$ cat src/hdl/fetch_params.svh
`ifndef FETCH_PARAMS_SVH
`define FETCH_PARAMS_SVH

// pc after reset
`define FETCH_RESET_PC 64'h0000_0000_8000_0000

// 256 words of 8 bytes
`define IMEM_DEPTH_LOG2 8

// word zero sits at the reset pc
`define IMEM_BASE `FETCH_RESET_PC

// wait between ar accept and r_valid
`define IMEM_LATENCY 3

// addi x0,x0,0
`define NOP_INST 32'h0000_0013

`endif

$ cat src/hdl/fetch_pkg.sv
`default_nettype none

package fetch_pkg;

  // byte address in instruction space
  typedef logic [63:0] addr_t;

  // one data beat on the read data channel
  typedef logic [63:0] word_t;

  // single rv instruction
  typedef logic [31:0] inst_t;

  // axi response code
  typedef logic [1:0] resp_t;

  // response encodings used on r_resp
  localparam resp_t RESP_OKAY   = 2'b00;
  localparam resp_t RESP_SLVERR = 2'b10;

  // fetch master states
  typedef enum logic [1:0] {
    IDLE,
    ADDR,
    DATA
  } fetch_state_e;

endpackage

`default_nettype wire

$ cat src/hdl/inst_align.sv
`timescale 1ns/1ps
`default_nettype none

`include "fetch_params.svh"

module inst_align (
  input  wire              clk,
  input  wire              rst_n,
  input  wire              done_i,
  input  fetch_pkg::addr_t done_pc_i,
  input  fetch_pkg::word_t done_data_i,
  input  wire              done_err_i,
  output fetch_pkg::inst_t inst_o,
  output fetch_pkg::addr_t pc_o,
  output logic             inst_valid_o,
  output logic             fetch_fault_o
);
  import fetch_pkg::*;

  // half of the word picked by pc[2]
  inst_t half_sel;
  // nop replaces a faulted fetch
  inst_t inst_d;

  assign half_sel = done_pc_i[2] ? done_data_i[63:32] : done_data_i[31:0];
  assign inst_d   = done_err_i ? inst_t'(`NOP_INST) : half_sel;

  // valid and fault are one-cycle pulses
  // inst holds until the next pulse
  always_ff @(posedge clk or negedge rst_n) begin
    if (!rst_n) begin
      inst_o        <= `NOP_INST;
      inst_valid_o  <= 1'b0;
      fetch_fault_o <= 1'b0;
    end else begin
      inst_valid_o  <= done_i;
      fetch_fault_o <= done_i && done_err_i;
      if (done_i) begin
        inst_o <= inst_d;
      end
    end
  end

  // pc of the presented instruction
  always_ff @(posedge clk) begin
    if (done_i) begin
      pc_o <= done_pc_i;
    end
  end

endmodule

`default_nettype wire

$ cat config.mk
export PLATFORM = sky130hd
export DESIGN_NAME = inst_align
export DESIGN_NICKNAME = d
export VERILOG_FILES = /design/src/hdl/fetch_pkg.sv /design/src/hdl/inst_align.sv
export VERILOG_INCLUDE_DIRS = /design/src /design/src/hdl
export SDC_FILE = /design/constraint.sdc
export NUM_CORES = 1
export LEC_CHECK = 0
export BUFFER_PORTS_ARGS = -buffer_cell sky130_fd_sc_hd__buf_2
export CAP_MARGIN = 20
export CORE_MARGIN = 2
export CORE_UTILIZATION = 35
export CTS_CLUSTER_SIZE = 16
export DETAILED_ROUTE_END_ITERATION = 6
export PLACE_DENSITY = 0.8
export RECOVER_POWER = 25
export SLEW_MARGIN = 10
export SYNTH_ARGS = -nofsm -noshare
export SYNTH_HDL_FRONTEND = slang
export SYNTH_SLANG_ARGS = --single-unit
$ cat constraint.sdc
create_clock -name clk -period 0.8 [get_ports clk]
set_input_delay 0.04 -clock clk [delete_from_list [all_inputs] [get_ports clk]]
set_output_delay 0.04 -clock clk [all_outputs]
set_load 0.05 [all_outputs]
==> results_dict.tcl, run 1 <==
set metrics [dict create \
    status "did not finish" \
    stop_stage "clock tree synthesis" \
    toolErrorMsg "[ERROR RSZ-0060] Max buffer count reached." \
    post_cts_buffers 0 \
    cts_resized 199 \
    hold_buffers 117 \
    synth-compound-area-share 0.0591 \
    synthMuxAreaShare 0.0922 \
    syn-num-nets 336 \
    ys.warnings.count 0 \
    synthCells 204 \
    dp_slack_ns -0.138 \
    cts_max_level 3 \
    place_hpwl_um 6680 \
    start_util 0.360 \
    synth_top_family_by_area "multiplexers" \
    syn_area_um2 3520 \
    synth-seq-cells 98 \
    synth_fa_ha_area_frac 0 \
    place.gp.congestion 0.697 \
    cts_root_buf "clkbuf_8" \
    rows 36 \
    die_w_um 104 \
    synth.avg_cell_area_um2 17.2 \
    port_buffers 229 \
    ys_types 16 \
    cts_buffer_depth 2 \
    synth_xor_area_frac 0 \
    clock_sink_count 98 \
    fp.dieH_um 104 \
    yosysSeqAreaShare 0.790 \
    yosys.area_share.simple 0.00356 \
    io-pin-count 230 \
    cts_made_buffers 9 \
]
==> cells by family after synthesis <==
logic type | Yosys count
and+or+nand+nor | 2
DFF | 98
muxes | 32
buffers and inverters | 40
AOI/OAI and AO/OA | 32
==> Yosys cell counts <==
library cell  count  area, um^2
edfxtp_1         64        1920
dfrtp_1          31         776
inv_1            29         109
mux2i_1          29         290
o22ai_1          29         181
buf_2             5        25.0
dfstp_2           3        78.8
mux2_2            3        33.8
o22a_1            3        26.3
clkbuf_1          2        7.51
and2_1            1        6.26
buf_12            1        20.0
buf_4             1        7.51
buf_6             1        11.3
buf_8             1        15.0
nand2b_1          1        6.26
==> through the flow <==
stage          hold slack [ns]  instances   util  area (um^2)  setup TNS, ns
2_1_floorplan           -0.256        204      -         3550         -0.279
3_3_place_gp            0.0112        565  0.503         4920         -0.786
3_5_place_dp            0.0121        565  0.503         4920          -2.14
==> run 2, diff against run 1 <==
Settings changed: CORE_UTILIZATION 35 to 20, CTS_CLUSTER_SIZE 16 to default, PLACE_DENSITY 0.8 to default, PLACE_DENSITY_LB_ADDON from default to 0.15.
Clock period 0.8 ns to 1 ns, I/O delays scaled along.
==> run 2 against run 1 <==
Compared with the run above: the flow now finishes, with violations (negative setup slack); area after synthesis did not move; synthesized cell count is the same.
==> results_dict.tcl, run 2 <==
set metrics [dict create \
    ant_nets 0 \
    cts_buffer_depth 2 \
    vdd.ir_drop.worst_mv 0.760 \
    setup_viol 4 \
    n_antenna_cell 0 \
    dieArea_um2 18700 \
    violations "negative setup slack" \
    hp-class "input pin to flip-flop" \
    die_w_um 137 \
    stdcell_count 795 \
    wl_um 11200 \
    io-pin-count 230 \
    grt_pass1_vias 3164 \
    layout_commonest_cell "buf_2" \
    rows 48 \
    synth-seq-cells 98 \
    largest_reg_flops 64 \
    worst_slew_pin_slew_ns 0.852 \
    r2r_start "inst_o[8]" \
    clock_latency_ns 0.34 \
    vias 3053 \
    synth_edf_count 64 \
    syn-num-nets 336 \
    core-area_um2 17200 \
    crit_chain "buf_8" \
    slew_headroom 0.432 \
    rr_endpoint "inst_o[8]" \
    status "finished, violations left" \
    ys.warnings.count 0 \
    wire_per_inst_um 14.1 \
    worst_ep_required_time_ns 0.95 \
    cts_max_level 3 \
    p_leak_nw 3.18 \
    syn_area_um2 3520 \
    critPathKind "flip-flop to primary output" \
    max_cap_viol_count 0 \
    slowest_delay_ns 0.55 \
    multi_input_area_um2 552 \
    hold_viol 0 \
    drive_gt1_frac 0.458 \
    yosysSeqAreaShare 0.790 \
    endpoint_kind "primary output" \
    min_period_ns 1.10 \
    grt_max_degree 45 \
    final_cell_mix "135 x buf_2, 121 x dlygate4sd3_1, 77 x buf_6" \
    crit_family "flip-flops" \
    track_usage 0.114 \
    register_area_um2 2780 \
    dr.first_iter.drc_count 76 \
    clkSlewWorstSetupHoldPaths_ns 0.07 \
    async_flop_share 0.347 \
    cp_slowest_cell "dfstp_2" \
    start_util 0.204 \
    ys_types 16 \
    routed_via_density 3.84 \
    rsz0062_at_grt "yes" \
    dr.pass1.iters 4 \
    cp.buffers_inverters 1 \
    placed_cells 654 \
    setup_slack_ns -0.0982 \
    place_area_um2 4970 \
    place_hpwl_um 7250 \
    setup_tns_ns -0.299 \
    synthTopCellsByArea "edfxtp_1 55%, dfrtp_1 22%, mux2i_1 8.3%" \
    synth-main-ff-cell "edfxtp_1" \
    hold_slack_ns 0.0425 \
    worst-r2r-cell-count 3 \
    synth.largest_area_cell "edfxtp_1" \
    drc 0 \
    min_from "done_data_i[25]" \
    finalMaxSlewViolations 0 \
    synth.avg_cell_area_um2 17.2 \
    finClkSkew_ns 0 \
    place.gp.congestion 0.697 \
    crit_arrival_ns 1.05 \
    max_freq_mhz 911 \
    final_area_um2 7040 \
    reg2reg_slack_ns 0.21 \
    cp_max_fo 2 \
    top_regs "pc_o x64, inst_o x32" \
    tritoncts "built" \
    nFillCells 1641 \
    gr-total-overflow 0 \
    cts_made_buffers 9 \
    synth_commonest_cells "64 x edfxtp_1, 31 x dfrtp_1, 29 x inv_1, 29 x mux2i_1, 29 x o22ai_1" \
    min_path_cells 3 \
    port_buffers 229 \
    finalCritPeriodShare 1.10 \
    p_per_area_nw_per_um2 1600 \
    fp.dieH_um 137 \
    fin_nets 697 \
    finalPower_w 0.0112 \
    cts_root_buf "clkbuf_16" \
    min_to "inst_o[25]" \
    synthCells 204 \
    cp-startpoint "inst_o[0]" \
    regMostFlops "pc_o" \
    synthToLayoutAreaGrowth_pct 100 \
    antenna_found_initial 0 \
    yosysMostFrequentCell "edfxtp_1" \
    grt_pass1_wl_um 16000 \
    clock_sink_count 98 \
    synth_top_area_frac 0.547 \
    start_kind "flip-flop" \
]
-- run 2: metrics by stage --
step	setup slack, ns	util
6_report	-0.0982	0.409
5_1_grt	-0.141	0.409
4_1_cts	-0.123	0.393
3_5_place_dp	0.0400	0.289
3_3_place_gp	0.0646	0.289
2_1_floorplan	0.105	-
-- run 2: cell families after synthesis --
| logic type | synth area share |
|---|---|
| muxes | 0.0922 |
| and+or+nand+nor | 0.00356 |
| buffers and inverters | 0.0555 |
| AOI/OAI and AO/OA | 0.0591 |
| DFF | 0.790 |
-- run 2: worst max path at each step --
stage                  to  slack [ns]  cells after the start
5_1_grt         inst_o[4]       -0.14                      1
3_3_place_gp    inst_o[8]        0.06                      4
6_report        inst_o[0]        -0.1                      1
4_1_cts         inst_o[1]       -0.12                      1
2_1_floorplan  inst_o[11]        0.11                      2
3_5_place_dp   inst_o[31]        0.04                      4
-- run 2: what timing repair did --
action,in CTS,in global routing
hold buffers,121,0
endpoints found under the hold margin,126,0
setup buffers,0,3
gates resized for setup,104,93
gates cloned,0,1
setup endpoints to repair,76,83
-- run 2: cell type report --
cell class	instances	share of cell area
clock buffers	9	0.0320
clock inverters	7	0.00959
inverters	29	0.0155
multi-input cells	66	0.0783
flip-flops and latches	98	0.394
well taps	225	0.0400
repair buffers	361	0.430
-- run 2: power by group --
| part | switching [W] | internal [W] |
|---|---|---|
| clock network | 0.00166 | 0.00176 |
| registers | 0.000176 | 0.00469 |
| logic | 0.00171 | 0.00124 |
-- run 2: tightest hold or removal path, cell delays in order --
cell and delay, ns:
buf_2 0.08, mux2i_1 0.09, o22ai_1 0.11
-- run 2: layer usage --
metal,share of wire,wire length (um),vias to the layer above,global-route usage
met4,0.020,222,0,0.0538
met3,0.11,1190,16,0.0422
met2,0.46,5160,178,0.188
li1,-,-,1467,-
met1,0.41,4600,1392,0.131
met5,0,0,-,0
(Power assumes the default switching activity.)
==> run 3, diff against run 2 <==
==> constraint.sdc (replaced) <==
create_clock -name clk -period 1 [get_ports clk]
set_input_delay 0.05 -clock clk [delete_from_list [all_inputs] [get_ports clk]]
set_output_delay 0.05 -clock clk [all_outputs]
set_load 0.005 [all_outputs]
==> run 3 against run 2 <==
Compared with the run above: the flow still finishes with violations (negative setup slack); routed wire length shrank 2.3%; critical path type unchanged; clock power shrank 1%; setup slack gained 0.052 ns; sequential power shrank 1%; worst hold slack lost 0.038 ns; sequential share of layout area grew 3.3 points; sequential cell count is the same; clock skew is the same; largest power group unchanged; cell count shrank 0.38%; total power shrank 14%.
==> results_dict.tcl, run 3 (synthesis gave the netlist of run 2 again) <==
set metrics [dict create \
    status "finished, violations left" \
    violations "negative setup slack" \
    wire_per_inst_um 13.8 \
    max_cap_viol_count 0 \
    stdcell_count 792 \
    gr-total-overflow 0 \
    hp-class "input pin to flip-flop" \
    core-area_um2 17200 \
    worst_ep_required_time_ns 0.95 \
    clock_latency_ns 0.34 \
    routed_via_density 3.83 \
    setup_viol 3 \
    regMostFlops "pc_o" \
    cp_max_fo 2 \
    crit_chain "buf_6" \
    worst-r2r-cell-count 1 \
    start_util 0.204 \
    post_cts_buffers 0 \
    grt_max_degree 42 \
    setup_slack_ns -0.0466 \
    final_cell_mix "226 x buf_2, 120 x dlygate4sd3_1, 64 x edfxtp_1" \
    max_freq_mhz 956 \
    cp.buffers_inverters 1 \
    vdd.ir_drop.worst_mv 0.722 \
    crit_family "flip-flops" \
    top_regs "pc_o x64, inst_o x32" \
    slowest_delay_ns 0.56 \
    io-pin-count 230 \
    place.gp.congestion 0.690 \
    cts_root_buf "clkbuf_16" \
    die_w_um 137 \
    dr.first_iter.drc_count 80 \
    grt_pass1_vias 3301 \
    layout_commonest_cell "buf_2" \
    antenna_found_initial 0 \
    place_area_um2 4970 \
    clock_sink_count 98 \
    n_antenna_cell 0 \
    port_buffers 229 \
    dieArea_um2 18700 \
    post-route-util 0.377 \
    final_area_um2 6500 \
    crit_cells 1 \
    p_per_area_nw_per_um2 1480 \
    largest_reg_flops 64 \
    cp_slowest_cell "dfstp_2" \
    finalPower_w 0.00963 \
    finalCritPeriodShare 1.05 \
    hold_viol 0 \
    crit_arrival_ns 1.00 \
    wl_um 10900 \
    endpoint_kind "primary output" \
    rsz0062_at_grt "yes" \
    min_path_cells 3 \
    fin_nets 694 \
    setup_tns_ns -0.110 \
    clkSlewWorstSetupHoldPaths_ns 0.07 \
    cts_made_buffers 9 \
    vias 3036 \
    placed_cells 654 \
    drive_gt1_frac 0.459 \
    synthToLayoutAreaGrowth_pct 84.8 \
    critPathKind "flip-flop to primary output" \
    fp.dieH_um 137 \
    ant_nets 0 \
    p_leak_nw 3.01 \
    dr.pass1.iters 4 \
    tritoncts "built" \
    grt_pass1_wl_um 15700 \
    slew_headroom 0.540 \
    finClkSkew_ns 0 \
    place_hpwl_um 7150 \
    start_kind "flip-flop" \
    cts_max_level 3 \
    rows 48 \
    drc 0 \
    worst_slew_pin_slew_ns 0.690 \
    min_period_ns 1.05 \
    finalMaxSlewViolations 0 \
    cts_buffer_depth 2 \
    track_usage 0.111 \
]
## run 3: area by class of cell
cell class	count	area, um^2
Timing Repair Buffer	358	2480
Clock buffer	9	225
Sequential cell	98	2780
Multi-Input combinational cell	66	558
Fill cell	1654	10700
Clock inverter	7	65.1
Tap cell	225	282
Inverter	29	109
## run 3: metal layers
metal  wire [um]  GRT usage  share of wire
met4         148     0.0422          0.014
met5           0          0              0
met2        5000      0.188           0.46
met1        4620      0.127           0.42
met3        1150     0.0419           0.11
## run 3: repair_timing
| action | CTS | global route |
|---|---|---|
| cloned | 0 | 2 |
| endpoints found under the hold margin | 126 | 0 |
| endpoints found under the setup margin | 3 | 8 |
| resized for setup | 1 | 4 |
| hold buffers | 120 | 0 |
## run 3: where the power goes
group          switching (W)  total [W]  internal (W)
Clock                0.00163    0.00338       0.00175
Sequential          0.000113    0.00480       0.00469
Combinational       0.000578    0.00146      0.000878
## run 3: final timing paths
kind | from | to | slack [ns]
worst max-delay path | inst_o[4] | inst_o[4] | -0.05
worst min-delay path | done_data_i[23] | inst_o[23] | 0.004
worst max register to register | inst_o[4] | inst_o[4] | 0.25
worst min register to register | inst_o[10] | inst_o[10] | 0.52
max in group asynchronous | rst_n | inst_o[0] | 0.33
min in group asynchronous | rst_n | inst_o[5] | 0.31
## run 3: per-stage QoR
| step | setup slack (ns) | hold slack, ns |
|---|---|---|
| final | -0.0466 | 0.00414 |
| after detailed placement | 0.0363 | 0.0350 |
| after floorplan | 0.207 | -0.246 |
| after global placement | 0.0707 | 0.0302 |
| after CTS | -0.0649 | 0.0000772 |
| after global routing | -0.0761 | 0.0388 |
