===== src/hdl/fetch_params.svh =====
`ifndef FETCH_PARAMS_SVH
`define FETCH_PARAMS_SVH

// pc after reset
`define FETCH_RESET_PC 64'h0000_0000_8000_0000

// 256 words of 8 bytes
`define IMEM_DEPTH_LOG2 8

// word zero sits at the reset pc
`define IMEM_BASE `FETCH_RESET_PC

// wait between ar accept and r_valid
`define IMEM_LATENCY 3

// addi x0,x0,0
`define NOP_INST 32'h0000_0013

`endif


===== src/hdl/fetch_pkg.sv =====
`default_nettype none

package fetch_pkg;

  // byte address in instruction space
  typedef logic [63:0] addr_t;

  // one data beat on the read data channel
  typedef logic [63:0] word_t;

  // single rv instruction
  typedef logic [31:0] inst_t;

  // axi response code
  typedef logic [1:0] resp_t;

  // response encodings used on r_resp
  localparam resp_t RESP_OKAY   = 2'b00;
  localparam resp_t RESP_SLVERR = 2'b10;

  // fetch master states
  typedef enum logic [1:0] {
    IDLE,
    ADDR,
    DATA
  } fetch_state_e;

endpackage

`default_nettype wire


===== src/hdl/axi_rd_if.sv =====
`timescale 1ns/1ps
`default_nettype none

interface axi_rd_if;
  import fetch_pkg::*;

  // read address channel
  logic  ar_valid;
  logic  ar_ready;
  addr_t ar_addr;

  // read data channel, single beat only
  logic  r_valid;
  logic  r_ready;
  word_t r_data;
  resp_t r_resp;
  logic  r_last;

  // fetch side
  modport master (
    output ar_valid, ar_addr, r_ready,
    input  ar_ready, r_valid, r_data, r_resp, r_last
  );

  // memory side
  modport slave (
    input  ar_valid, ar_addr, r_ready,
    output ar_ready, r_valid, r_data, r_resp, r_last
  );

endinterface

`default_nettype wire


===== src/hdl/axi_rd_master.sv =====
`timescale 1ns/1ps
`default_nettype none

module axi_rd_master (
  input  wire              clk,
  input  wire              rst_n,
  input  fetch_pkg::addr_t pc_i,
  input  wire              pc_ok_i,
  input  wire              flush_i,
  axi_rd_if.master         bus,
  output logic             done_o,
  output fetch_pkg::addr_t done_pc_o,
  output fetch_pkg::word_t done_data_o,
  output logic             done_err_o
);
  import fetch_pkg::*;

  fetch_state_e state_q;
  fetch_state_e state_d;

  // transaction was overtaken by a redirect
  logic  stale_q;
  // pc of the read in flight
  addr_t req_pc_q;

  logic  ar_fire;
  logic  r_fire;
  logic  issue;

  assign ar_fire = bus.ar_valid && bus.ar_ready;
  assign r_fire  = bus.r_valid && bus.r_ready;

  // hold off one cycle after done, pc_gen steps pc on that edge
  assign issue = (state_q == IDLE) && pc_ok_i && !done_o;

  always_comb begin
    state_d = state_q;
    case (state_q)
      IDLE: begin
        if (issue) begin
          state_d = ADDR;
        end
      end
      ADDR: begin
        // ar stays up until taken, even when stale
        if (ar_fire) begin
          state_d = DATA;
        end
      end
      DATA: begin
        if (r_fire && bus.r_last) begin
          state_d = IDLE;
        end
      end
      default: begin
        state_d = IDLE;
      end
    endcase
  end

  always_ff @(posedge clk or negedge rst_n) begin
    if (!rst_n) begin
      state_q <= IDLE;
      stale_q <= 1'b0;
      done_o  <= 1'b0;
    end else begin
      state_q <= state_d;
      // drop the beat if flushed before or during the transfer
      done_o  <= r_fire && !stale_q && !flush_i;
      if (r_fire) begin
        stale_q <= 1'b0;
      end else if (flush_i && (state_q != IDLE)) begin
        stale_q <= 1'b1;
      end
    end
  end

  // request and response payload
  always_ff @(posedge clk) begin
    if (issue) begin
      req_pc_q <= pc_i;
    end
    if (r_fire) begin
      done_pc_o   <= req_pc_q;
      done_data_o <= bus.r_data;
      done_err_o  <= (bus.r_resp != RESP_OKAY);
    end
  end

  assign bus.ar_valid = (state_q == ADDR);
  assign bus.ar_addr  = req_pc_q;
  assign bus.r_ready  = (state_q == DATA);

endmodule

`default_nettype wire


===== src/flat_wrapper.sv =====
// flat-port wrapper written by rule: the top's interface ports become plain ports
module axi_rd_master_flat import fetch_pkg::*;
  (clk, rst_n, pc_i, pc_ok_i, flush_i, done_o, done_pc_o, done_data_o, done_err_o, bus_ar_valid, bus_ar_addr, bus_r_ready, bus_ar_ready, bus_r_valid, bus_r_data, bus_r_resp, bus_r_last);
  axi_rd_if bus_i ();
  input  wire clk;
  input  wire rst_n;
  input  fetch_pkg::addr_t pc_i;
  input  wire pc_ok_i;
  input  wire flush_i;
  output logic done_o;
  output fetch_pkg::addr_t done_pc_o;
  output fetch_pkg::word_t done_data_o;
  output logic done_err_o;
  output wire logic [$bits(bus_i.ar_valid)-1:0] bus_ar_valid;
  output wire logic [$bits(bus_i.ar_addr)-1:0] bus_ar_addr;
  output wire logic [$bits(bus_i.r_ready)-1:0] bus_r_ready;
  input wire logic [$bits(bus_i.ar_ready)-1:0] bus_ar_ready;
  input wire logic [$bits(bus_i.r_valid)-1:0] bus_r_valid;
  input wire logic [$bits(bus_i.r_data)-1:0] bus_r_data;
  input wire logic [$bits(bus_i.r_resp)-1:0] bus_r_resp;
  input wire logic [$bits(bus_i.r_last)-1:0] bus_r_last;
  assign bus_ar_valid = bus_i.ar_valid;
  assign bus_ar_addr = bus_i.ar_addr;
  assign bus_r_ready = bus_i.r_ready;
  assign bus_i.ar_ready = bus_ar_ready;
  assign bus_i.r_valid = bus_r_valid;
  assign bus_i.r_data = bus_r_data;
  assign bus_i.r_resp = bus_r_resp;
  assign bus_i.r_last = bus_r_last;
  axi_rd_master u_core (.clk(clk), .rst_n(rst_n), .pc_i(pc_i), .pc_ok_i(pc_ok_i), .flush_i(flush_i), .bus(bus_i), .done_o(done_o), .done_pc_o(done_pc_o), .done_data_o(done_data_o), .done_err_o(done_err_o));
endmodule

===== config.mk =====
export PLATFORM = sky130hd
export DESIGN_NAME = axi_rd_master_flat
export DESIGN_NICKNAME = d
export VERILOG_FILES = /design/src/hdl/fetch_params.svh /design/src/hdl/fetch_pkg.sv /design/src/hdl/axi_rd_if.sv /design/src/hdl/axi_rd_master.sv /design/src/flat_wrapper.sv
export SDC_FILE = /design/constraint.sdc
export NUM_CORES = 1
export LEC_CHECK = 0
export ABC_AREA = 1
export BUFFER_PORTS_ARGS = -buffer_cell sky130_fd_sc_hd__buf_2
export CAP_MARGIN = 15
export CELL_PAD_IN_SITES_DETAIL_PLACEMENT = 2
export CELL_PAD_IN_SITES_GLOBAL_PLACEMENT = 2
export CORE_MARGIN = 3
export CORE_UTILIZATION = 30
export CTS_BUF_LIST = sky130_fd_sc_hd__clkbuf_16
export DETAILED_ROUTE_END_ITERATION = 10
export GPL_TIMING_DRIVEN = 0
export PLACE_DENSITY = 0.89
export SLEW_MARGIN = 5
export SYNTH_ARGS = -nofsm -noshare
export SYNTH_HDL_FRONTEND = slang
export SYNTH_SLANG_ARGS = --single-unit
export TNS_END_PERCENT = 1

===== constraint.sdc =====
create_clock -name clk -period 4.4 [get_ports clk]
set_input_delay 1.32 -clock clk [delete_from_list [all_inputs] [get_ports clk]]
set_output_delay 1.32 -clock clk [all_outputs]
set_load 0.01 [all_outputs]

==> results of run 1 <==
==> registers in the layout, summed over array words and instances, names as in the netlist <==
name	count
u_core.done_o	1
u_core.bus.ar_addr	64
u_core.done_err_o	1
u_core.done_pc_o	64
u_core.stale_q	1
u_core.state_q	2
u_core.done_data_o	64
==> cell families (layout without fill, tap and decap cells) <==
logic type,after synthesis,after routing
simple gates,17,17
flops,197,197
buf+inv,7,374
compound gates,1,1
==> critical path: cells and delay by family (launching register included) <==
family / cells / cell delay (ns)
buffers and inverters: 2 / 0.22
flip-flops: 1 / 0.40
AND/OR/NAND/NOR: 1 / 0.12
==> synthesized netlist by cell type (all sizes together) <==
master	count	area share [%]
or2	1	0.10
inv	7	0.44
o21ai	1	0.15
dfrtp	4	1.7
nand2	9	0.60
edfxtp	193	97
nor2	6	0.46
nand3	1	0.083
==> final cells by class <==
cell class              count  area, um2
fillers                  1954      10900
well taps                 265        332
clock buffers              17        425
inverters                   7       31.3
clock inverters            15        155
flip-flops and latches    197       5900
multi-input cells          18       91.3
repair buffers            335       1740
==> stage by stage <==
step / std cells / total power, mW
floorplan: 222 / 2.92
global placement: 819 / 3.32
detailed placement: 822 / 3.40
CTS: 854 / 4.95
global route: 854 / 5.10
finish: 854 / 4.87
==> placed cells by master (no fill, tap or decap), types with 3 or more instances in the layout <==
master and n:
nand2_1 8, buf_2 332, clkbuf_16 17, inv_6 3
dfrtp_1 4, clkinv_1 3, clkinvlp_4 3, edfxtp_1 193
nor2_1 3, inv_1 5
==> worst min path at each step <==
| stage | cells past startpoint | end | start | slack [ns] |
|---|---|---|---|---|
| after floorplan | 2 | u_core.stale_q | u_core.stale_q | 0.48 |
| after CTS | 0 | u_core.done_pc_o[46] | u_core.bus.ar_addr[46] | 0.45 |
| final | 0 | u_core.done_pc_o[5] | u_core.bus.ar_addr[5] | 0.45 |
| after global routing | 0 | u_core.done_pc_o[30] | u_core.bus.ar_addr[30] | 0.46 |
| after global placement | 0 | u_core.done_pc_o[43] | u_core.bus.ar_addr[43] | 0.43 |
| after detailed placement | 0 | u_core.done_pc_o[14] | u_core.bus.ar_addr[14] | 0.43 |
==> power breakdown <==
part           internal [mW]  switching, mW  leakage [nW]
Combinational          0.259          0.505          1.42
Sequential              2.45          0.113          1.83
Clock                  0.843          0.693         0.278
Total                   3.56           1.31          3.52
==> routing by layer <==
layer	global-route usage, %	wire [um]	up-vias
met5	0	13	-
met2	32.6	10400	210
li1	-	-	1576
met3	7.36	1640	22
met4	4.01	248	2
met1	16.9	6350	1785
==> results.toml, run 1 <==
[cts]
cts_buffers = 17
cts-hold-fix-buffers = 0
clk_pin_slew_ns = 0.07
cts_tree = "yes"
htreeDepth = 4
worstSkewPairLatency_ns = 0.42
cts_setup_buffers = 0
postCtsResizedCells = 0
cts_sinks = 197
cts.path.max_buffers = 2
root_buffer = "clkbuf_16"

[cells_and_area]
drive_gt1_share_pct = 63.2
design_area_um2 = 8670
finalNetCount = 713
post-route-util_pct = 44.2
antenna_cells = 0
syn_to_final_growth_pct = 44.3

[synthesis]
post_synth_mux_area_share_pct = 0
syn_area_um2 = 6010
yosysSeqAreaShare_pct = 98.2
yosysWarnings = 0
synth-xor-area-share_pct = 0
syn_inst = 222
synth_top_family_by_area = "simple AND/OR/NAND/NOR gates"
synth-compound-area-share_pct = 0.146
ys_types = 11
avgSynthCellArea_um2 = 27.1
yosys_register_bits = 197
syn_nets = 359
synthSimpleGateAreaFrac_pct = 1.25
synth_fa_ha_area_share_pct = 0

[detailed_routing]
wl_mm = 18.6
vias = 3595
firstDrtPassIters = 4
drcViolationCount = 0
first_iter_violations = 107
via_per_inst = 4.21
antenna_left = 0
routedWlPerCell_um = 21.8

[setup_path]
endpoint = "bus_r_ready"
crit_arrival_ns = 1.16
cp-start-kind = "register"
critPathRequiredTime_ns = 3.08
rrSetupSlack_ns = 2.48
path_cells = "inv_2 -> nor2_2 -> buf_2"
cp_max_fo = 3
rr_worst_depth = 4
crit_type = "reg -> out"
crit_path_end_kind = "output pin"
slowest_stage = "dfrtp_1"
r2r-start = "u_core.state_q[0]"
critPathLaunch = "u_core.state_q[1]"
r2r-end = "u_core.done_data_o[36]"
crit_path_max_incr_delay_ns = 0.40

[global_routing]
grt_first_pass_wirelength_mm = 26.9
track_usage_pct = 17.0
first_global_vias = 4152
gr-total-overflow = 0
antenna_found_initial = 1
grt_max_degree = 78

[sta]
hold-worst-slack_ns = 0.445
clock_skew_ns = 0.00700
slew_headroom_pct = 62.6
worst_slew_pin_slew_ns = 0.560
finalHoldViolCount = 0
setup_slack_ns = 1.92
tns_ns = 0
max_freq_mhz = 403
setup_viol = 0
drv_slew = 0
timing.final.crit_share_pct = 56.3
fin_crit_ns = 2.48
grt_setup_unrepaired = "no"

[die]
die_w_um = 147
die_h_um = 147
ioPinCount = 333
rows = 51
start_util_pct = 30.7
dieArea_um2 = 21800
core-area_um2 = 19600

[placement]
dpl_cell_area_um2 = 8090
place_congestion = 0.755
dpl.hpwl_mm = 14.7
io_buffers = 332
pre_cts_ws_ns = 1.48

[run_status]
status = "completed"

[pwr]
p_leak_nw = 3.52
powerDensity_nw_per_um2 = 562
ir_worst_vdd_v = 0.000298

[job]
cap_violations = 0

[min_path]
worstHoldPathType = "reg -> reg"
Power figures use the tool's default switching activity.
==> run 2, diff against run 1 <==
--- a/config.mk
+++ b/config.mk
@@ -5,7 +5,7 @@
 export SDC_FILE = /design/constraint.sdc
 export NUM_CORES = 1
 export LEC_CHECK = 0
-export ABC_AREA = 1
+export ABC_AREA = 0
 export BUFFER_PORTS_ARGS = -buffer_cell sky130_fd_sc_hd__buf_2
 export CAP_MARGIN = 15
 export CELL_PAD_IN_SITES_DETAIL_PLACEMENT = 2
==> constraint.sdc (replaced) <==
create_clock -name clk -period 2.6 [get_ports clk]
set_input_delay 0.78 -clock clk [delete_from_list [all_inputs] [get_ports clk]]
set_output_delay 0.78 -clock clk [all_outputs]
set_load 0.01 [all_outputs]
==> run 2 against run 1 <==
  * Worst setup slack got worse by 1.5 ns
  * Clock skew rose by 0.0028 ns
  * Synthesized cell count fell by 4.5%
  * Utilization rose by 0.40 points
  * Combinational power rose by 79%
  * Synthesized area fell by 0.27%
  * Sequential cell count did not move
  * Critical path depth fell by 1
  * Hold slack got worse by 0.29 ns
  * First-iteration DRC count rose by 28%
  * Cell area rose by 0.58%
  * Routed wire length rose by 1.9%
  * Critical endpoint is now bus_ar_valid
==> results.toml, run 2 <==
[die]
die_h_um = 147
dieArea_um2 = 21700
ioPinCount = 333
rows = 51
start_util_pct = 30.7
core-area_um2 = 19500
die_w_um = 147

[detailed_routing]
drcViolationCount = 0
routedWlPerCell_um = 22.4
firstDrtPassIters = 4
vias = 3566
first_iter_violations = 137
antenna_left = 0
wl_mm = 19.0
via_per_inst = 4.20

[global_routing]
track_usage_pct = 17.2
gr-total-overflow = 0
first_global_vias = 4030
grt_first_pass_wirelength_mm = 27.3
grt_max_degree = 35
antenna_found_initial = 3

[setup_path]
critPathRequiredTime_ns = 1.82
crit_type = "reg -> out"
slowest_stage = "dfrtp_1"
cp_max_fo = 8
crit_path_end_kind = "output pin"
path_cells = "and2b_1 -> buf_2"
cp.buffers_inverters = 1
crit_arrival_ns = 1.37
cp_top_family = "flip-flops"
cp-start-kind = "register"
crit_path_max_incr_delay_ns = 0.56

[sta]
slew_headroom_pct = 67.9
timing.final.crit_share_pct = 82.5
tns_ns = 0
setup_slack_ns = 0.455
drv_slew = 0
setup_viol = 0
grt_setup_unrepaired = "no"
fin_crit_ns = 2.15
finalHoldViolCount = 0
max_freq_mhz = 466
worst_slew_pin_slew_ns = 0.481
clock_skew_ns = 0.00978

[cts]
cts_setup_buffers = 0
cts_buffers = 17
cts_sinks = 197
htreeDepth = 4
postCtsResizedCells = 0
worstSkewPairLatency_ns = 0.42
root_buffer = "clkbuf_16"
clk_pin_slew_ns = 0.07
cts.path.max_buffers = 2
cts_tree = "yes"
cts-hold-fix-buffers = 0

[placement]
dpl.hpwl_mm = 15.4
io_buffers = 332
pre_cts_ws_ns = 0.297
dpl_cell_area_um2 = 8150
place_congestion = 0.760

[synthesis]
yosysMostFrequentCell = "edfxtp_1"
synth_edf_count = 193
yosys_register_bits = 197
synth_top_cell_area_share_pct = 96.8
ys_types = 14
netlist_top_cells_count = "edfxtp_1, dfrtp_1, and2b_1, nand2_1, nor2_1"
yosys-top-cells-area = "edfxtp_1, dfrtp_1, and2b_1"
synthArstFlopShare_pct = 2.03
synth-main-ff-cell = "edfxtp_1"
syn_area_um2 = 5990
avgSynthCellArea_um2 = 28.3
yosysWarnings = 0
syn_inst = 212
yosysTopAreaCell = "edfxtp_1"
yosysSeqAreaShare_pct = 98.4
syn_nets = 349

[pwr]
powerDensity_nw_per_um2 = 960
ir_worst_vdd_v = 0.000518
p_leak_nw = 3.53
power_mw = 8.37

[cells_and_area]
syn_to_final_growth_pct = 45.5
antenna_cells = 0
drive_gt1_share_pct = 64.2
layout_commonest_cell = "buf_2"
fillers = 1947
finalNetCount = 709
multi_input_area_um2 = 113
regArea_um2 = 5900
design_area_um2 = 8720
final_cell_mix = "buf_2, edfxtp_1, clkbuf_16"

[run_status]
status = "completed"

[min_path]
worstHoldPathType = "in -> async"

[job]
cap_violations = 0
run 2: cell count changes after synthesis, sizes merged, moves of 2 or more:
cell   previous run  this run
nand2             9         2
inv               7         1
nor2              6         2
and2b             0         2
run 2: logic make-up (layout without fill, tap and decap cells):
group                  after synthesis  after routing  share of synthesized area, %
AOI/OAI and AO/OA                    4              4                         0.522
buffers and inverters                1            373                        0.0626
DFF                                197            197                          98.4
and+or+nand+nor                     10             10                         0.982
run 2: cell type report:
cell class	count	area share, %
Clock buffer	17	4.88
Timing Repair Buffer	341	20.7
Clock inverter	14	1.68
Inverter	1	0.0431
Sequential cell	197	67.6
Tap cell	265	3.80
Multi-Input combinational cell	14	1.29
run 2: metal layers:
layer | track usage [%] | routed length (um)
met5 | 0 | 41
met4 | 3.40 | 158
met3 | 7.68 | 1870
met2 | 32.0 | 10300
met1 | 17.9 | 6590
run 2: through the flow:
step | utilization [%] | std cells | hold slack [ns]
finish | 44.6 | 849 | 0.152
global route | 44.6 | 849 | 0.133
CTS | 44.6 | 849 | 0.129
detailed placement | 41.7 | 818 | 0.433
global placement | 41.0 | 809 | 0.426
floorplan | - | 212 | 0.433
run 2: final timing paths:
| kind | from | endpoint | slack, ns | cells after the start |
|---|---|---|---|---|
| worst min register to register | u_core.bus.ar_addr[0] | u_core.done_pc_o[0] | 0.45 | 0 |
| worst min-delay path | rst_n | u_core.state_q[1] | 0.15 | 1 |
| min in group clk | u_core.bus.ar_addr[0] | u_core.done_pc_o[0] | 0.45 | 0 |
| worst max-delay path | u_core.state_q[0] | bus_ar_valid | 0.45 | 2 |
| max in group asynchronous | rst_n | u_core.done_o | 2.32 | 1 |
| worst max register to register | u_core.state_q[1] | u_core.done_data_o[7] | 0.69 | 4 |
run 2: worst register-to-register path: stages (launching register included):
cell     delay, ns
dfrtp_1       0.47
nand2_1       0.18
nor2_4        0.42
buf_12        0.28
buf_12        0.23
run 2: report_power, final:
group	switching (mW)	internal [mW]
Combinational	0.848	0.519
Clock	1.20	1.35
Sequential	0.254	4.20
Total	2.30	6.07
