$ cat src/hdl/fetch_params.svh
`ifndef FETCH_PARAMS_SVH
`define FETCH_PARAMS_SVH

// pc after reset
`define FETCH_RESET_PC 64'h0000_0000_8000_0000

// 256 words of 8 bytes
`define IMEM_DEPTH_LOG2 8

// word zero sits at the reset pc
`define IMEM_BASE `FETCH_RESET_PC

// wait between ar accept and r_valid
`define IMEM_LATENCY 3

// addi x0,x0,0
`define NOP_INST 32'h0000_0013

`endif

$ cat src/hdl/fetch_pkg.sv
`default_nettype none

package fetch_pkg;

  // byte address in instruction space
  typedef logic [63:0] addr_t;

  // one data beat on the read data channel
  typedef logic [63:0] word_t;

  // single rv instruction
  typedef logic [31:0] inst_t;

  // axi response code
  typedef logic [1:0] resp_t;

  // response encodings used on r_resp
  localparam resp_t RESP_OKAY   = 2'b00;
  localparam resp_t RESP_SLVERR = 2'b10;

  // fetch master states
  typedef enum logic [1:0] {
    IDLE,
    ADDR,
    DATA
  } fetch_state_e;

endpackage

`default_nettype wire

$ cat src/hdl/pc_gen.sv
`timescale 1ns/1ps
`default_nettype none

`include "fetch_params.svh"

module pc_gen (
  input  wire              clk,
  input  wire              rst_n,
  input  wire              redirect_i,
  input  fetch_pkg::addr_t redirect_pc_i,
  input  wire              stall_i,
  input  wire              done_i,
  output fetch_pkg::addr_t pc_o,
  output logic             pc_ok_o
);
  import fetch_pkg::*;

  // current fetch address
  addr_t pc_q;

  // next sequential address
  addr_t pc_inc;

  assign pc_inc = pc_q + addr_t'(64'd4);

  // redirect wins over a completing fetch
  // stall does not block the step, an in-flight fetch still retires
  always_ff @(posedge clk or negedge rst_n) begin
    if (!rst_n) begin
      pc_q <= `FETCH_RESET_PC;
    end else if (redirect_i) begin
      pc_q <= redirect_pc_i;
    end else if (done_i) begin
      pc_q <= pc_inc;
    end
  end

  assign pc_o = pc_q;

  // master may pick up pc only with no stall and no redirect
  // a redirect this cycle means pc_q is about to change
  assign pc_ok_o = !stall_i && !redirect_i;

endmodule

`default_nettype wire

$ cat config.mk
export PLATFORM = sky130hd
export DESIGN_NAME = pc_gen
export DESIGN_NICKNAME = d
export VERILOG_FILES = /design/src/hdl/fetch_pkg.sv /design/src/hdl/pc_gen.sv
export VERILOG_INCLUDE_DIRS = /design/src /design/src/hdl
export SDC_FILE = /design/constraint.sdc
export NUM_CORES = 1
export LEC_CHECK = 0
export BUFFER_PORTS_ARGS = -buffer_cell sky130_fd_sc_hd__buf_2
export CAP_MARGIN = 20
export CORE_UTILIZATION = 25
export CTS_BUF_LIST = sky130_fd_sc_hd__clkbuf_8
export CTS_CLUSTER_DIAMETER = 200
export DETAILED_ROUTE_END_ITERATION = 6
export PLACE_DENSITY = 0.52
export SLEW_MARGIN = 10
export SYNTH_ARGS = -nofsm -noshare
export SYNTH_HDL_FRONTEND = slang
export SYNTH_SLANG_ARGS = --single-unit
$ cat constraint.sdc
create_clock -name clk -period 2.3 [get_ports clk]
set_input_delay 0.115 -clock clk [delete_from_list [all_inputs] [get_ports clk]]
set_output_delay 0.115 -clock clk [all_outputs]
set_load 0.05 [all_outputs]
==> summary by stage, run 1 <==
Critical path
Data on the critical path is required at its endpoint by between 2 and 3 ns. STA classifies the critical path endpoint as a register. The arrival time at the worst endpoint is about 2.5 ns. The category of the worst setup path launch point is a register. The worst-path maximum fanout is 7. The type of the setup path with the least slack is reg -> reg. Measured in cells, the most critical reg-to-reg path has a length of 6.

Synth
Synthesis produced a netlist with a net count of 530. The average instance area after synthesis is between 8 and 9 um^2. For this run, the number of Yosys warnings is 0. The share of the synthesized area in the top cell type is 40.03%.

The cell count after synthesis came out at between 400 and 500. Sorting the synthesized cells by area gives the leading types as sky130_fd_sc_hd__dfrtp_1, sky130_fd_sc_hd__nand2_1, sky130_fd_sc_hd__o21ai_0. The biggest area consumer among synthesized cells is sky130_fd_sc_hd__dfrtp_1. The sequential-to-total area share from yosys stat is between 40% and 50%.

The number of library cell types mapped by synthesis is 43. The number of register bits inferred by synthesis is between 60 and 70. The synthesized area is 3939 um^2.

Die
The die covers approximately 16000 um^2. The floorplan step set the die height to 127.5 um. The die is 127.5 um wide. The number of placed I/O pins is ~130. The floorplan has 45 rows.

For this configuration, the core starts out at a cell density of about a quarter. The floorplan step defined a core boundary enclosing approximately 15000 um^2.

STA
The time the final worst path needs with I/O delays and setup is between 2 and 2.5 ns. The number of setup violations in the final report is 0. The highest clock frequency the design can meet is ~450 MHz. The number of slew-limit violations in the final report is 0. The final-report hold violation count came to 0. On the final layout, the worst clock skew is about 0.010 ns. In the final timing run, aggregate negative setup slack is 0 ns. In this run the tightest slew margin relative to its limit is about 54%. The worst-case setup margin in the final layout is a little over 0.06 ns. The final cycle utilization of the critical path is a little over nine tenths.

For the pin with the worst max-slew slack, the measured transition is ~0.7 ns.

Final layout
The repair_antennas step left the layout with diodes totalling 0. Compared with the post-synthesis result, the final layout area differs by 51.68%. Fill cells in the final layout number ~1600. The multi-input combinational cells in the finished layout cover a total of 2270 um^2. The final design area excluding fillers is approximately 6000 um^2.

Measured on the finished design, the core utilization comes to around two fifths. The register area is roughly 1600 um^2. The register with the most flip-flops in the layout has between 60 and 70 of them. The fraction of layout instances using a drive strength above 1 is between 30 and 40%. The count of nets after finishing is around 750.

Detailed routing
Dividing the detail-routed via count by the number of cells gives 4.924. Across all layers, the routed design uses 4427 vias. Dividing the detail-routed wire length by the instance count gives about 16 um. The count of nets left with antenna violations once routing finished came out at 0. The post-detailed-routing wire length is roughly 14000 um. In the routed design, unresolved DRC markers number 0. Before antenna repair, the detailed router went through 5 iterations. In this run, the number of DRC markers left after iteration 0 of detailed routing was around 200.

Status
The run finished with clean final reports.

Run
The number of max-capacitance violations reported is 0.

Placed design
The last weighted congestion value of the routability-driven placer is ~0.83. The post-place setup slack is 0.04413 ns. The total half-perimeter wirelength after legalization and detailed placement is a little over 10000 um. The placed instances occupy a cell area of ~5000 um^2.

The count of buffers from port buffering is about 130.

CTS
The number of sinks handled by clock tree synthesis is 64. The H-tree was split into 3 levels. Buffers inserted during clock tree synthesis total 9. The tree is rooted in a sky130_fd_sc_hd__clkbuf_8.

TritonCTS built the clock tree. For the worst-skew pair, the clock arrives at the later sink with an insertion delay of approximately 0.36 ns. The buffer depth of the longest clock path is 2. After clock tree synthesis, the clock-pin slew on the worst setup and hold paths is around 0.07 ns.

GRT
The first-pass GRT wire length is ~22000 um. Global routing used around 18% of the available tracks across all layers. The number of antenna violations at the first check in global routing is 0. The pin count of the biggest net entering global routing is around 110. The sum of overflow across all layers after global routing is 0.

The number of global-route vias before repair is 4310.

Power and ir drop
Across the VDD grid, the largest voltage drop is 344.4 uV. In this run the power density over the cells is around 550 nW/um^2. The standby leakage power is ~2.5 nW.

Worst hold path
The min-delay analysis places its worst path in the category in -> reg. The number of instances on the worst hold path is 3.
logic make-up after synthesis:
logic type               after synthesis  synth area share, %
AND/OR/NAND/NOR                      240                32.75
adder cells (fa/ha/maj)                1               0.3176
AO/OA/AOI/OAI                         73                10.93
flip-flops                            64                40.69
XOR/XNOR                              39                8.672
multiplexers                          12                3.208
buffers and inverters                 31                3.431
per-layer routing:
metal | global-route usage (%) | part of all wire, % | vias up
li1 | - | - | 2142
met1 | 23.99 | 47 | 2102
met2 | 27.77 | 46 | 166
met3 | 4.104 | 5.8 | 17
met4 | 6.373 | 1.6 | 0
met5 | 0 | 0 | -
metrics by stage:
step	instances	total power, mW	hold slack (ns)
floorplan	460	2.045	-0.1806
global placement	817	2.392	0.1954
detailed placement	817	2.406	0.2049
CTS	891	3.313	0.003163
global route	899	3.455	0.01532
finish	899	3.286	0.01224
worst paths after layout:
path | start | to | slack (ns)
worst max-delay path | pc_o[22] | pc_o[49] | 0.06
worst min-delay path | redirect_pc_i[32] | pc_o[32] | 0.01
worst max register to register | pc_o[22] | pc_o[49] | 0.06
worst min register to register | pc_o[1] | pc_o[1] | 0.51
max in group asynchronous | rst_n | pc_o[31] | 1.29
min in group asynchronous | rst_n | pc_o[32] | 0.33
area by class of cell:
| type | count | share of cell area, % |
|---|---|---|
| multi-input cells | 365 | 37.99 |
| well taps | 211 | 4.419 |
| repair buffers | 239 | 27.31 |
| clock buffers | 9 | 2.073 |
| inverters | 4 | 0.2513 |
| clock inverters | 7 | 0.4607 |
| flip-flops and latches | 64 | 27.50 |
repair_timing:
item,4_1_cts,5_1_grt
setup endpoints to repair,0,16
hold buffers,58,0
buffers inserted,0,8
resized for setup,0,6
endpoints found under the hold margin,82,0
where the power goes:
| group | internal, mW | switching [mW] | total, mW | leakage, nW |
|---|---|---|---|---|
| sequential | 1.25 | 0.154 | 1.40 | 0.719 |
| clock | 0.366 | 0.446 | 0.812 | 0.101 |
| combinational | 0.366 | 0.708 | 1.07 | 1.67 |
critical path, stage by stage (launching register included):
cell and delay, ns:
sky130_fd_sc_hd__dfrtp_2 0.43, sky130_fd_sc_hd__nand3_4 0.07, sky130_fd_sc_hd__or3_4 0.41, sky130_fd_sc_hd__or4_4 0.61
sky130_fd_sc_hd__buf_4 0.19, sky130_fd_sc_hd__or3_1 0.31, sky130_fd_sc_hd__a31oi_1 0.16
placed cells by master (no fill, tap or decap), types with 3 or more instances in the layout:
master,n
sky130_fd_sc_hd__buf_4,46
sky130_fd_sc_hd__nand3_2,4
sky130_fd_sc_hd__nand2_1,68
sky130_fd_sc_hd__nor2b_1,5
sky130_fd_sc_hd__mux2i_1,7
sky130_fd_sc_hd__and3_1,10
sky130_fd_sc_hd__a21oi_1,3
sky130_fd_sc_hd__nor3_1,16
sky130_fd_sc_hd__mux2_2,5
sky130_fd_sc_hd__or3_1,10
sky130_fd_sc_hd__nand3_1,26
sky130_fd_sc_hd__and4_1,7
sky130_fd_sc_hd__dlygate4sd3_1,58
sky130_fd_sc_hd__xor2_1,17
sky130_fd_sc_hd__a31oi_1,12
sky130_fd_sc_hd__a221o_1,3
sky130_fd_sc_hd__a211o_1,4
sky130_fd_sc_hd__a22oi_1,3
sky130_fd_sc_hd__dfrtp_1,31
sky130_fd_sc_hd__clkbuf_8,9
sky130_fd_sc_hd__dfrtp_2,32
sky130_fd_sc_hd__nand4_1,30
sky130_fd_sc_hd__xnor2_1,22
sky130_fd_sc_hd__buf_2,133
sky130_fd_sc_hd__o21ai_0,44
sky130_fd_sc_hd__or4_1,6
sky130_fd_sc_hd__nor2_1,26
sky130_fd_sc_hd__inv_1,10
sky130_fd_sc_hd__nor4_2,4
sky130_fd_sc_hd__or4_4,4
sky130_fd_sc_hd__nor4_1,12
cells in the mapped netlist, drive strengths merged:
library cell	number
a21oi	3
o31ai	1
nand3	31
nor2b	5
dfrtp	63
nor3b	1
and3	10
a211o	4
and2	2
and4	7
mux2	5
mux2i	7
nor4	18
a22oi	3
xor2	17
buf	6
nor2	26
nor3	16
or4b	1
or3b	1
o41ai	1
a31oi	12
nand4	31
xnor2	22
o21ai	44
nand2	68
o211ai	1
inv	4
or3	11
clkbuf	21
or4	10
ha	1
a31o	1
a221o	3
or2	2
dfstp	1
Power figures use the tool's default switching activity.
==> run 2: changes to the inputs <==
--- a/config.mk
+++ b/config.mk
@@ -6,13 +6,14 @@
 export SDC_FILE = /design/constraint.sdc
 export NUM_CORES = 1
 export LEC_CHECK = 0
+export ABC_AREA = 1
 export BUFFER_PORTS_ARGS = -buffer_cell sky130_fd_sc_hd__buf_2
 export CAP_MARGIN = 20
 export CORE_UTILIZATION = 25
 export CTS_BUF_LIST = sky130_fd_sc_hd__clkbuf_8
 export CTS_CLUSTER_DIAMETER = 200
 export DETAILED_ROUTE_END_ITERATION = 6
-export PLACE_DENSITY = 0.52
+export PLACE_DENSITY = 0.51
 export SLEW_MARGIN = 10
 export SYNTH_ARGS = -nofsm -noshare
 export SYNTH_HDL_FRONTEND = slang
==> run 2 against run 1 <==
Compared with the run above:
- the run now ends with design-rule violations left
- routed wire length grew 29%
- core utilization is 4.1 points lower
- first-iteration DRC count up 77%
- largest cell class unchanged
- critical endpoint is now pc_o[37]
- largest power group unchanged
==> summary by stage, run 2 <==
Status
Result of the run: finished, violations left (was complete, no violations). The checks that failed: design-rule violations.

CTS
The TritonCTS clock tree is done (unchanged). The number of sinks handled by clock tree synthesis came to 64 (unchanged). The number of buffers inserted during clock tree synthesis is 9 (unchanged).

The buffer depth of the longest clock path is 2 (unchanged). The maximum level of the CTS H-tree was 3 (unchanged). The library cell used as clock root buffer is sky130_fd_sc_hd__clkbuf_8 (unchanged). The latest clock arrival within the worst-skew pair came to 0.37 ns (was 0.36 ns). The clock transition at the registers of the reported paths is 0.07 ns (about the same).

STA
The worst clock skew is 0.009747 ns (was 0.009993 ns). The time the final worst path needs with I/O delays and setup is 1.800 ns (was 2.238 ns). The highest clock frequency the design can meet was 555.5 MHz (was 446.7 MHz). The number of slew-limit violations in the final report was 0 (unchanged). The transition time of the tightest slew-check pin was 0.6840 ns (was 0.6947 ns). Setup repair after global routing left no endpoint under its margin. The number of setup violations in the final report is 0 (unchanged).

The relative max-transition margin came to 54.35% (was 53.64%). The final setup TNS is 0 ns (unchanged). The worst-case setup margin in the final layout came to 0.4997 ns (was 0.06156 ns).

The final cycle utilization of the critical path is 78.27% (was 97.32%). The final-report hold violation count is 0 (unchanged).

Placed design
The last weighted congestion value of the routability-driven placer is 0.8904 (was 0.8349). The count of buffers from port buffering is 133 (unchanged). The number of cells in the design after placement is 1044 (was 817). The post-place setup slack came to 0.4585 ns (was 0.04413 ns).

The total half-perimeter wirelength after legalization and detailed placement is 14230 um (was 10220 um). The placed instance area is 5623 um^2 (was 5151 um^2).

Run
The number of max-capacitance violations reported is 0 (unchanged).

Synth
The number of instances in the synthesized netlist is 691 (was 460). The number of library cell types mapped by synthesis is 33 (was 43). The commonest register cell after synthesis is sky130_fd_sc_hd__dfrtp_1 (unchanged). Area contributors post-synth: sky130_fd_sc_hd__dfrtp_1, sky130_fd_sc_hd__nand2_1, sky130_fd_sc_hd__nor2_1 (was sky130_fd_sc_hd__dfrtp_1, sky130_fd_sc_hd__nand2_1, sky130_fd_sc_hd__o21ai_0). The most instantiated library cell after synthesis is sky130_fd_sc_hd__nand2_1 (unchanged). The synthesized area is 4671 um^2 (was 3939 um^2). The sequential-to-total area share from yosys stat is 34.32% (was 40.69%). The average instance area after synthesis is 6.759 um^2 (was 8.563 um^2). The share of the synthesized area in the top cell type is 33.75% (was 40.03%). The async set-or-reset flop fraction in the synthesized netlist is 100.0% (unchanged). The number of register bits inferred by synthesis is 64 (unchanged).

The count of warnings emitted by yosys is 0 (unchanged). The biggest area consumer among synthesized cells is sky130_fd_sc_hd__dfrtp_1 (unchanged). The post-synth net total is 761 (was 530). Commonest cells in the synthesized netlist: sky130_fd_sc_hd__nand2_1, sky130_fd_sc_hd__nor2_1, sky130_fd_sc_hd__dfrtp_1 (was sky130_fd_sc_hd__nand2_1, sky130_fd_sc_hd__dfrtp_1, sky130_fd_sc_hd__o21ai_0).

The number of synthesized flops with an enable pin is 0 (unchanged).

Detailed routing
The detail-routed net length per standard cell came to 16.35 um (was 15.66 um). The DRC violation total after the first TritonRoute iteration was 356 (was 201). The number of iterations in the first detailed-routing pass was 7 (was 5). The total DRC errors in the routed layout was 8 (was 0). The routed via count came to 5254 (was 4427). The antenna violation net count after detailed routing is 0 (unchanged). The vias per cell came to 4.738 (was 4.924). The post-detailed-routing wire length is 18140 um (was 14070 um).

Critical path
The type of the setup path with the least slack is reg -> reg (unchanged). The most repeated library cell on the critical path is sky130_fd_sc_hd__nand2_1. The startpoint of the worst-slack reg-to-reg timing path is pc_o[28] (was pc_o[22]). The critical path capture point is pc_o[37] (was pc_o[49]).

The length in cells of the worst reg-to-reg path came to 9 (was 6). The worst-path maximum fanout is 5 (was 7). The beginning of the critical path is pc_o[28] (was pc_o[22]). The library cell contributing the largest single delay on the critical path is sky130_fd_sc_hd__dfrtp_1 (was sky130_fd_sc_hd__or4_4). The arrival time at the worst endpoint was 2.06 ns (was 2.53 ns). The category of the worst setup path capture point is a register (unchanged). The category of the worst setup path launch point was a register (unchanged).

The end of the worst register-to-register path was pc_o[37] (was pc_o[49]). The highest cell delay on the worst timing path came to 0.45 ns (was 0.61 ns). Critical path, cell by cell: nand2_1 -> nor2_1 -> nand2_1 -> inv_1 -> nand2_1 -> nor2_1 -> nand3_1 -> nand3_1 -> nand2_1 (was nand3_4 -> or3_4 -> or4_4 -> buf_4 -> or3_1 -> a31oi_1). The setup slack on the worst flop-to-flop path is 0.50 ns (was 0.06 ns). The data required time at the worst endpoint was 2.56 ns (was 2.59 ns).

Final layout
The commonest non-fill, non-tap cell in the layout is sky130_fd_sc_hd__nand2_1 (was sky130_fd_sc_hd__buf_2). The number of filler instances in the final layout is 1997 (was 1601). Commonest non-fill, non-tap cells in the layout: sky130_fd_sc_hd__nand2_1, sky130_fd_sc_hd__buf_2, sky130_fd_sc_hd__nor2_1 (was sky130_fd_sc_hd__buf_2, sky130_fd_sc_hd__nand2_1, sky130_fd_sc_hd__dlygate4sd3_1).

The post-layout utilization of the core is 34.90% (was 39.01%). The count of inserted antenna diode cells is 0 (unchanged). The number of flip-flops under the largest register name is 64 (unchanged).

The final design area excluding fillers is 6334 um^2 (was 5974 um^2). The number of non-filler instances in the completed layout was 1109 (was 899). The count of nets after finishing is 945 (was 753). The fraction of layout instances using a drive strength above 1 is 21.59% (was 36.48%). The area growth from synthesis to final layout is 35.60% (was 51.68%).

GRT
The total routing resource utilization after global routing was 19.49% (was 17.79%). The first-pass GRT wire length was 28880 um (was 22180 um). The number of antenna violations at the first check in global routing is 0 (unchanged). The sum of overflow across all layers after global routing is 0 (unchanged). The number of global-route vias before repair is 5163 (was 4310). The pin count of the biggest net entering global routing is 40 (was 108).

Worst hold path
The worst hold path class is in -> reg (unchanged). The number of instances on the worst hold path is 3 (unchanged).

Power and ir drop
The highest ir drop seen on vdd came to 236.0 uV (was 344.4 uV). The total power per unit cell area is 583.0 nW/um^2 (was 549.9 nW/um^2). The standby leakage power is 3.023 nW (was 2.494 nW).

Die
The starting utilization of the core area is 25.74% (was 25.72%). The number of placed I/O pins is 134 (unchanged). The floorplan core area was 18150 um^2 (was 15310 um^2). The standard-cell row count is 49 (was 45).

The die width is 138.7 um (was 127.5 um). The die outline area came to 19230 um^2 (was 16260 um^2). The overall die height came to 138.7 um (was 127.5 um).
run 2: changes by cell type in the layout (fill, tap and decap cells not counted), moves of 33 or more:
cell	previous run	this run
sky130_fd_sc_hd__a22oi_1	3	50
sky130_fd_sc_hd__buf_4	46	9
sky130_fd_sc_hd__inv_1	10	61
sky130_fd_sc_hd__nand2_1	68	211
sky130_fd_sc_hd__nand3_1	26	59
sky130_fd_sc_hd__nor2_1	26	109
sky130_fd_sc_hd__o21ai_0	44	6
run 2: through the flow:
| stage | power (mW) | hold slack [ns] |
|---|---|---|
| after global routing | 3.877 | 0.02464 |
| after global placement | 2.527 | 0.06500 |
| after CTS | 3.728 | 0.00003050 |
| after detailed placement | 2.531 | 0.06589 |
| final | 3.693 | 0.005880 |
| after floorplan | 2.154 | -0.1806 |
run 2: cell families after synthesis:
kind of cell	synth area share, %
simple gates	39.14
compound gates	14.55
buf+inv	6.670
flops	34.32
xor+xnor	5.063
fa+ha+maj	0.2678
run 2: what timing repair did:
action / in CTS / in global routing
hold endpoints to repair: 63 / 0
resized for setup: 0 / 0
hold buffers: 49 / 0
buffers inserted: 0 / 0
run 2: metal layers:
metal	up-vias	global-route usage, %	wire length [um]
li1	2631	-	-
met5	-	0	0
met4	0	5.731	271
met3	20	3.073	689
met1	2481	26.51	8776
met2	122	31.85	8400
run 2: worst min-delay path by stage:
stage / start / end / slack (ns)
3_3_place_gp: rst_n / pc_o[0] / 0.06
2_1_floorplan: rst_n / pc_o[0] / -0.18
5_1_grt: redirect_pc_i[28] / pc_o[28] / 0.02
4_1_cts: redirect_pc_i[30] / pc_o[30] / 0.00003
3_5_place_dp: rst_n / pc_o[0] / 0.07
6_report: redirect_pc_i[28] / pc_o[28] / 0.006
run 2: layout make-up:
type,instances,area [um^2],share of cell area [%]
multi-input combinational,546,2764,43.64
tap,229,286.5,4.524
sequential,64,1603,25.31
timing repair buffer,191,1224,19.32
clock inverter,6,82.58,1.304
inverter,63,236.5,3.734
clock buffer,10,137.6,2.173
run 2: critical path: cells and delay by family (launching register included):
kind / cells / cell delay [ns]
buffers and inverters: 1 / 0.07
and+or+nand+nor: 8 / 1.16
DFF: 1 / 0.45
run 2: report_power, final:
part | leakage, nW | switching [mW] | internal [mW]
sequential | 0.773 | 0.197 | 1.24
clock | 0.112 | 0.491 | 0.634
combinational | 2.14 | 0.786 | 0.345
total | 3.02 | 1.47 | 2.22
